[src/source/tilePkg.sv]
package tilePkg;

	localparam int addrWidth = 48;	// physical address bits

	// status returned by memory and held as a level
	typedef enum logic [1:0]
	{
		memOkReady = 2'b00,
		memOkOk    = 2'b01,
		memOkHold  = 2'b10,
		memOkFault = 2'b11
	} memOkT;

	// operation code driven by a requester
	typedef enum logic [4:0]
	{
		memOpmReady  = 5'b00000,	// no request
		memOpmRdTile = 5'b01111,	// 16 bytes for the fetch tile
		memOpmRdLine = 5'b01011		// 16 bytes for the load tile
	} memOpmT;

	// one bus beat seen as instruction words or as data words
	typedef union packed
	{
		logic [7:0][15:0] hwords;
		logic [1:0][63:0] dwords;
	} busWordU;

	typedef struct packed
	{
		logic [addrWidth-1:0] addr;	// 16-byte block that may start on an odd 8-byte unit for fetch
		memOpmT               opm;
	} memReqT;

	typedef struct packed
	{
		busWordU data;
		memOkT   ok;
	} memRespT;

	// fetch window as seen by the core
	typedef struct packed
	{
		logic [addrWidth-1:0] pcVal;
		memOkT                ok;
		logic [1:0]           step;	// instruction length in 16-bit words
	} fetchOutT;

	typedef struct packed
	{
		logic [63:0] value;
		memOkT       ok;
	} loadOutT;

endpackage

[src/source/icTile.sv]
`timescale 1ns/100ps

module icTile
(
	input  logic              clock,
	input  logic              arstN,
	input  logic [63:0]       pc,
	output tilePkg::fetchOutT fetchOut,
	output tilePkg::memReqT   busReq,
	input  tilePkg::memRespT  busResp
);

	import tilePkg::*;

	// opcode prefix decides how many words the instruction takes
	function automatic logic [1:0] stepOf(input logic [15:0] word);
		casez (word[15:10])
			6'b111111: return 2'd3;
			6'b111110: return 2'd2;
			6'b11110?: return 2'd2;
			default:   return 2'd1;
		endcase
	endfunction

	busWordU              blkData;	// cached fetch block
	logic [44:0]          blkAddr;	// block start in 8-byte units
	logic                 blkValid;

	logic [addrWidth-1:0] reqAddr;
	memOpmT               reqOpm;

	logic [44:0]          pcUnit;
	logic                 inLow;
	logic                 inHigh;
	logic [2:0]           wordIx;
	logic [9:0][15:0]     ext;	// block plus two zero words past its end
	logic [3:0]           ix0;
	logic [1:0]           step;
	logic                 tailMiss;
	logic                 hit;
	logic                 miss;
	logic                 pending;
	logic                 fill;
	logic                 faultNow;

	assign pcUnit = pc[addrWidth-1:3];
	assign inLow  = blkValid && (pcUnit == blkAddr);
	assign inHigh = blkValid && (pcUnit == blkAddr + 45'd1);
	assign wordIx = {inHigh, pc[2:1]};	// upper half when pc sits one unit above block start

	assign ext  = {32'h0, blkData.hwords};
	assign ix0  = {1'b0, wordIx};
	assign step = stepOf(ext[ix0]);

	// long opcode running off the block end needs a refetch
	assign tailMiss = ((wordIx == 3'd6) && (step == 2'd3)) ||
		((wordIx == 3'd7) && (step != 2'd1));

	assign hit  = (inLow || inHigh) && !tailMiss;
	assign miss = !hit;

	assign pending  = (reqOpm != memOpmReady);
	assign fill     = pending && (busResp.ok == memOkOk);
	assign faultNow = pending && (busResp.ok == memOkFault);

	always_comb
	begin
		fetchOut.pcVal = {ext[ix0 + 4'd2], ext[ix0 + 4'd1], ext[ix0]};
		fetchOut.step  = step;
		if (hit)
			fetchOut.ok = memOkOk;
		else if (faultNow)
			fetchOut.ok = memOkFault;	// passed through for the core to decide
		else
			fetchOut.ok = memOkHold;
	end

	always_ff @(posedge clock or negedge arstN)
	begin
		if (!arstN)
		begin
			reqOpm   <= memOpmReady;
			blkValid <= 1'b0;
		end
		else if (pending)
		begin
			if (fill || faultNow)
				reqOpm <= memOpmReady;	// drop the request the cycle after the answer
			if (fill)
				blkValid <= 1'b1;
		end
		else if (miss)
			reqOpm <= memOpmRdTile;
	end

	always_ff @(posedge clock)
	begin
		if (!pending && miss)
			reqAddr <= {pcUnit, 3'b000};
		if (fill)
		begin
			blkData <= busResp.data;
			blkAddr <= reqAddr[addrWidth-1:3];
		end
	end

	assign busReq.addr = reqAddr;
	assign busReq.opm  = reqOpm;

	aValidHit: assert property (@(posedge clock) disable iff (!arstN)
		(fetchOut.ok == memOkOk) |-> blkValid)
		else $error("fetch ok without a valid block");

	// request must not move while memory is still working on it
	aReqStable: assert property (@(posedge clock) disable iff (!arstN)
		(pending && busResp.ok == memOkHold) |=>
		(busReq.opm != memOpmReady) && $stable(busReq.addr))
		else $error("fetch request changed under hold");

endmodule

[src/source/dataTile.sv]
`timescale 1ns/100ps

module dataTile
(
	input  logic                            clock,
	input  logic                            arstN,
	input  logic [tilePkg::addrWidth-1:0]   loadAddr,
	input  logic                            loadReq,
	output tilePkg::loadOutT                loadOut,
	output tilePkg::memReqT                 busReq,
	input  tilePkg::memRespT                busResp
);

	import tilePkg::*;

	busWordU              lineData;
	logic [43:0]          lineTag;	// address bits 47:4
	logic                 lineValid;

	logic [addrWidth-1:0] reqAddr;
	memOpmT               reqOpm;

	logic                 hit;
	logic                 miss;
	logic                 pending;
	logic                 fill;
	logic                 faultNow;

	assign hit      = loadReq && lineValid && (loadAddr[addrWidth-1:4] == lineTag);
	assign miss     = loadReq && !hit;
	assign pending  = (reqOpm != memOpmReady);
	assign fill     = pending && (busResp.ok == memOkOk);
	assign faultNow = pending && (busResp.ok == memOkFault);

	always_comb
	begin
		loadOut.value = lineData.dwords[loadAddr[3]];	// low or high dword of the line
		if (!loadReq)
			loadOut.ok = memOkReady;
		else if (hit)
			loadOut.ok = memOkOk;
		else if (faultNow)
			loadOut.ok = memOkFault;	// only in the answer cycle
		else
			loadOut.ok = memOkHold;
	end

	always_ff @(posedge clock or negedge arstN)
	begin
		if (!arstN)
		begin
			reqOpm    <= memOpmReady;
			lineValid <= 1'b0;
		end
		else if (pending)
		begin
			if (fill || faultNow)
				reqOpm <= memOpmReady;
			if (fill)
				lineValid <= 1'b1;	// a fault leaves it cleared
		end
		else if (miss)
		begin
			reqOpm    <= memOpmRdLine;
			lineValid <= 1'b0;	// old line is being replaced
		end
	end

	always_ff @(posedge clock)
	begin
		if (!pending && miss)
			reqAddr <= {loadAddr[addrWidth-1:4], 4'h0};
		if (fill)
		begin
			lineData <= busResp.data;
			lineTag  <= reqAddr[addrWidth-1:4];
		end
	end

	assign busReq.addr = reqAddr;
	assign busReq.opm  = reqOpm;

	aAligned: assert property (@(posedge clock) disable iff (!arstN)
		loadReq |-> (loadAddr[2:0] == 3'b000))
		else $error("misaligned load address");

endmodule

[src/source/memArbiter.sv]
`timescale 1ns/100ps

module memArbiter
(
	input  logic             clock,
	input  logic             arstN,
	input  tilePkg::memReqT  icReq,
	input  tilePkg::memReqT  dataReq,
	output tilePkg::memRespT icResp,
	output tilePkg::memRespT dataResp,
	output tilePkg::memReqT  memReq,
	input  tilePkg::memRespT memResp
);

	import tilePkg::*;

	logic grantIc;
	logic grantData;
	logic lastData;	// data tile won the last round
	logic busy;
	logic icWants;
	logic dataWants;
	logic pickIc;
	logic pickData;
	logic curIc;
	logic curData;
	logic done;

	assign icWants   = (icReq.opm != memOpmReady);
	assign dataWants = (dataReq.opm != memOpmReady);

	// on a tie the tile that lost last time goes first
	assign pickIc   = icWants && (!dataWants || lastData);
	assign pickData = dataWants && !pickIc;

	assign busy    = grantIc || grantData;
	assign curIc   = busy ? grantIc : pickIc;
	assign curData = busy ? grantData : pickData;
	assign done    = (memResp.ok == memOkOk) || (memResp.ok == memOkFault);

	always_ff @(posedge clock or negedge arstN)
	begin
		if (!arstN)
		begin
			grantIc   <= 1'b0;
			grantData <= 1'b0;
			lastData  <= 1'b0;
		end
		else
		begin
			grantIc   <= curIc && !done;	// released with the answer
			grantData <= curData && !done;
			if (!busy && (pickIc || pickData))
				lastData <= pickData;
		end
	end

	always_comb
	begin
		if (curIc)
			memReq = icReq;
		else if (curData)
			memReq = dataReq;
		else
			memReq = '{addr: '0, opm: memOpmReady};
	end

	// data fans out while status goes only to the granted tile
	assign icResp.data   = memResp.data;
	assign icResp.ok     = curIc ? memResp.ok : memOkHold;
	assign dataResp.data = memResp.data;
	assign dataResp.ok   = curData ? memResp.ok : memOkHold;

	aOneGrant: assert property (@(posedge clock) disable iff (!arstN)
		!(grantIc && grantData))
		else $error("both tiles granted");

	aGrantHeld: assert property (@(posedge clock) disable iff (!arstN)
		(busy && memResp.ok == memOkHold) |=> $stable({grantIc, grantData}))
		else $error("grant moved while memory holds");

endmodule

[src/source/fetchTop.sv]
`timescale 1ns/100ps

module fetchTop
(
	input  logic                          clock,
	input  logic                          arstN,
	input  logic [63:0]                   pc,
	output tilePkg::fetchOutT             fetchOut,
	input  logic [tilePkg::addrWidth-1:0] loadAddr,
	input  logic                          loadReq,
	output tilePkg::loadOutT              loadOut,
	output tilePkg::memReqT               memReq,
	input  tilePkg::memRespT              memResp
);

	import tilePkg::*;

	memReqT  icReq;	// fetch tile to arbiter
	memReqT  dataReq;
	memRespT icResp;
	memRespT dataResp;

	icTile u_icTile
	(
		.clock    (clock),
		.arstN    (arstN),
		.pc       (pc),
		.fetchOut (fetchOut),
		.busReq   (icReq),
		.busResp  (icResp)
	);

	dataTile u_dataTile
	(
		.clock    (clock),
		.arstN    (arstN),
		.loadAddr (loadAddr),
		.loadReq  (loadReq),
		.loadOut  (loadOut),
		.busReq   (dataReq),
		.busResp  (dataResp)
	);

	// single memory port shared by both tiles
	memArbiter u_memArbiter
	(
		.clock    (clock),
		.arstN    (arstN),
		.icReq    (icReq),
		.dataReq  (dataReq),
		.icResp   (icResp),
		.dataResp (dataResp),
		.memReq   (memReq),
		.memResp  (memResp)
	);

endmodule

[config.mk]
export PLATFORM = sky130hd
export DESIGN_NAME = fetchTop
export DESIGN_NICKNAME = d
export VERILOG_FILES = /design/src/source/tilePkg.sv /design/src/source/icTile.sv /design/src/source/dataTile.sv /design/src/source/memArbiter.sv /design/src/source/fetchTop.sv
export SDC_FILE = /design/constraint.sdc
export NUM_CORES = 1
export LEC_CHECK = 0
export BUFFER_PORTS_ARGS = -buffer_cell sky130_fd_sc_hd__buf_2
export CAP_MARGIN = 20
export CORE_AREA = 2 2 210 212
export CTS_CLUSTER_DIAMETER = 50
export DETAILED_ROUTE_END_ITERATION = 8
export DIE_AREA = 0 0 212 214
export PLACE_DENSITY = 0.76
export SETUP_SLACK_MARGIN = 0.1
export SYNTH_ARGS = -nofsm -noshare
export SYNTH_HDL_FRONTEND = slang
export SYNTH_SLANG_ARGS = --single-unit
[constraint.sdc]
create_clock -name clock -period 26.7 [get_ports clock]
set_input_delay 1.335 -clock clock [delete_from_list [all_inputs] [get_ports clock]]
set_output_delay 1.335 -clock clock [all_outputs]
set_load 0.01 [all_outputs]
==> metrics.txt <==
status=completed; Top Ports=between 400 and 500; TritonCTS Buffers=49; Critical Path Start=u_icTile.blkAddr[28]; Die X=212 um; Pwr Density=88.6 nW/um2; Core Box Area=between 40000 and 50000 um2; Worst Setup Start Kind=flop; PortBufs=about 390; Slew Limit Fails=0; CP Capture Type=output pin; Lkg Pwr=a little under 9 nW; Primary FF master, synth=edfxtp_1; Post-route DRC=0; Worst Reg-to-Reg Cells=12; syn_area_per_cell=roughly 16 um2; first-pass GRT wire length=between 70000 and 80000 um; Tmin final=~7700 ps; vias per inst=5.76; placed cell count=2174; Clock Path Buffers=3; Pre-antenna DRT Iters=6; WP data required=~25000 ps; Post-CTS Resized=0; Place WS=slightly below 20000 ps; RePlAce Congestion=between 0.8 and 0.9; xor-xnor portion of the synthesized cell area=0.0467; clk_skew=around 26 ps; Synth Instances=around 1.3k; synth unique cells=76; initial antenna violation count=5; WP depth=13; Root Buffer=clkbuf_16; gr usage total=0.233; Post-Layout Cell Count=2270; layout cells sized above 1=0.406; Setup crit end=fetchOut[48]; TNS Setup=0 ps; Setup Viol. Count Final=0; largest net degree at the start of global routing=about 170; delay-heaviest family, CP=simple AND/OR/NAND/NOR gates; CTS clk-pin slew, worst paths=approximately 60 ps; final count of hold timing violations=0; antenna-violating nets left=0; mapped cell area=20100 um2; largest family of logic cells by synthesized area=multiplexers; Reg-to-Reg End=u_icTile.reqAddr[11]; die span in y=214 um; worst r2r src=u_icTile.blkAddr[28]; worst hold path class=flop to flop; number of synthesized flops with an enable pin=approximately 430; number of global-route vias before repair=approximately 13k; DR vias=13.1k; total gr overflow=0; Post-CTS Setup Inserts=0; period utilization=0.288; Simple-Gate Fraction of Synth Area=0.0608; hold slack=445 ps; Initial Util=0.468; worst reg-to-reg setup slack=between 20000 and 25000 ps; final net count=approximately 1.9k; Row Count=76; Wirelength per Cell=23.7 um; Die ar.=around 45000 um2; Adder-Cell Fraction of Synth Area=0.00312; filler instances=3353; worst-path fanout max=32; RSZ-0062 raised after global routing=false; slowest stage cell on the critical path=ha_2; sequential area share after synthesis=0.658; Yosys warnings=0; Critical Path Max Stage Delay=just over 900 ps; crit-path cells=nand4_1 -> or4_1 -> nor4_1 -> xor2_1 -> nand4_1 -> nor4_2 -> nand3_2 -> inv_1 -> ha_2 -> mux4_2 -> mux2i_1 -> nor2_1 -> buf_2; Power Total=around 2.1 mW; Relative slew margins=0.240; DRT Wirelength=53800 um; worst-skew pair later-pin latency=around 590 ps; P&R area growth vs syn=20.8%; synthesized flop and latch total=~440; compound-cell area share of the yosys netlist=0.0674; CP Class=flop to output pin; Iter 0 DRT Violations=about 1.2k; maximum VDD drop=roughly 0.076 mV; asr flop ratio synth=0.0159; CTS tree=built; H-tree levels=2; worst setup slack after layout=19000 ps; Tightest Pin Transition=roughly 1100 ps; mux share of post-synthesis cell area=0.142; Clock Sinks=approximately 440; Critical Path AT=6360 ps; Max Freq=~130 MHz; Max Cap Viol=0; most frequent CP cell=nand4_1; estimated wirelength of the detail-placed design=about 38000 um; crit path buf inv count=2; hold buffers post-CTS=0
[registers in the layout (all words and copies together) (netlist names), 44 cells and up]
signal and count:
u_icTile.blkData 128, u_icTile.blkAddr 45, u_dataTile.lineData 128, u_dataTile.reqAddr 44
u_icTile.reqAddr 45, u_dataTile.lineTag 44
[per-layer routing]
layer,vias to the layer above,track usage,share of wire
li1,5805,-,-
met1,6513,0.285,0.38
met2,641,0.398,0.50
met3,108,0.0576,0.085
met4,6,0.0866,0.032
met5,-,0,0.00082
[stage by stage]
step / util / cell area, um2
final: 0.565 / 24200
after global routing: 0.565 / 24200
after CTS: 0.565 / 24200
after detailed placement: 0.527 / 22600
after global placement: 0.527 / 22600
after floorplan: - / 20100
[worst min-delay path by stage]
stage                     cells after the start                      to                   start
after floorplan                               0     u_icTile.blkAddr[0]     u_icTile.reqAddr[3]
after global placement                        0  u_dataTile.lineTag[25]  u_dataTile.reqAddr[29]
after detailed placement                      0     u_icTile.blkAddr[0]     u_icTile.reqAddr[3]
after CTS                                     0     u_icTile.blkAddr[0]     u_icTile.reqAddr[3]
after global routing                          0     u_icTile.blkAddr[0]     u_icTile.reqAddr[3]
final                                         0     u_icTile.blkAddr[0]     u_icTile.reqAddr[3]
[cells in the mapped netlist, types with 3 or more instances]
library cell	n	share of area
edfxtp_1	434	0.65
o22ai_1	4	0.0012
nand2_1	53	0.0099
inv_1	32	0.0060
o221a_2	16	0.0090
nor4_1	20	0.0062
nor2b_1	6	0.0019
nand4b_1	3	0.0013
buf_4	7	0.0026
ha_1	5	0.0031
mux2_2	105	0.059
a31oi_1	19	0.0059
a21oi_1	8	0.0020
nor3b_1	3	0.0011
mux2_4	6	0.0045
and2_1	5	0.0016
nor2_1	35	0.0065
o21ai_0	33	0.0082
nand4_1	30	0.0093
buf_6	3	0.0017
a31o_2	3	0.0013
xor2_1	48	0.021
a21boi_0	4	0.0015
buf_1	12	0.0022
and4_1	10	0.0044
mux4_2	48	0.054
or3_1	3	0.00094
dfrtp_1	7	0.0087
o31ai_1	3	0.0011
nand2b_1	3	0.00094
o211ai_1	18	0.0067
nor3_1	9	0.0022
or4_1	3	0.0011
mux2i_1	43	0.021
a22o_1	46	0.020
clkbuf_1	45	0.0084
nand3_1	17	0.0042
xnor2_1	59	0.026
[worst register-to-register path: cells and delay by family (launching register included)]
family | cells | cell delay [ps]
buffers and inverters | 2 | 810
adders and majority gates | 1 | 230
DFF | 1 | 540
and+or+nand+nor | 7 | 3140
xor gates and xnor gates | 1 | 180
AOI/OAI and AO/OA | 1 | 210
[layout make-up]
| cell class | count | area [um2] | share of cell area |
|---|---|---|---|
| multi-input cells | 715 | 6480 | 0.267 |
| diodes | 4 | 10.0 | 0.000413 |
| repair buffers | 400 | 2050 | 0.0847 |
| inverters | 33 | 124 | 0.00511 |
| clock inverters | 34 | 377 | 0.0155 |
| clock buffers | 58 | 1260 | 0.0520 |
| flip-flops and latches | 441 | 13200 | 0.545 |
| well taps | 585 | 732 | 0.0302 |
[logic make-up (layout without fill, tap and decap cells)]
kind of cell / count (synthesis) / after routing
buffers and inverters: 101 / 525
DFF: 441 / 441
adders and majority gates: 5 / 5
AOI/OAI and AO/OA: 176 / 176
muxes: 205 / 205
xor gates and xnor gates: 107 / 107
other: 1 / 8
and+or+nand+nor: 218 / 218
[power by group]
group	switching [mW]	leakage [nW]	internal [mW]
Clock	0.283	0.792	0.393
Sequential	0.0641	4.07	0.905
Combinational	0.298	3.91	0.204
Total	0.646	8.77	1.50
[cells in the final DEF (no fill, tap or decap), types with 6 or more instances in the layout]
master | Yosys | routed
buf_2 | 1 | 389
xor2_1 | 48 | 48
a31oi_1 | 19 | 19
nand2_1 | 53 | 53
mux4_2 | 48 | 48
mux2i_1 | 43 | 43
buf_4 | 7 | 9
o221a_2 | 16 | 16
and4_1 | 10 | 10
nor3_1 | 9 | 9
inv_1 | 32 | 32
a22o_1 | 46 | 46
o21ai_0 | 33 | 33
o211ai_1 | 18 | 18
xnor2_1 | 59 | 59
dfrtp_1 | 7 | 7
a21oi_1 | 8 | 8
clkbuf_1 | 45 | 9
nand4_1 | 30 | 30
edfxtp_1 | 434 | 434
clkbuf_16 | 0 | 49
mux2_2 | 105 | 105
nor2_1 | 35 | 32
nand3_1 | 17 | 17
nor4_1 | 20 | 20
mux2_4 | 6 | 6
clkinv_2 | 0 | 10
No activity file was read; power rests on OpenSTA's default activity.
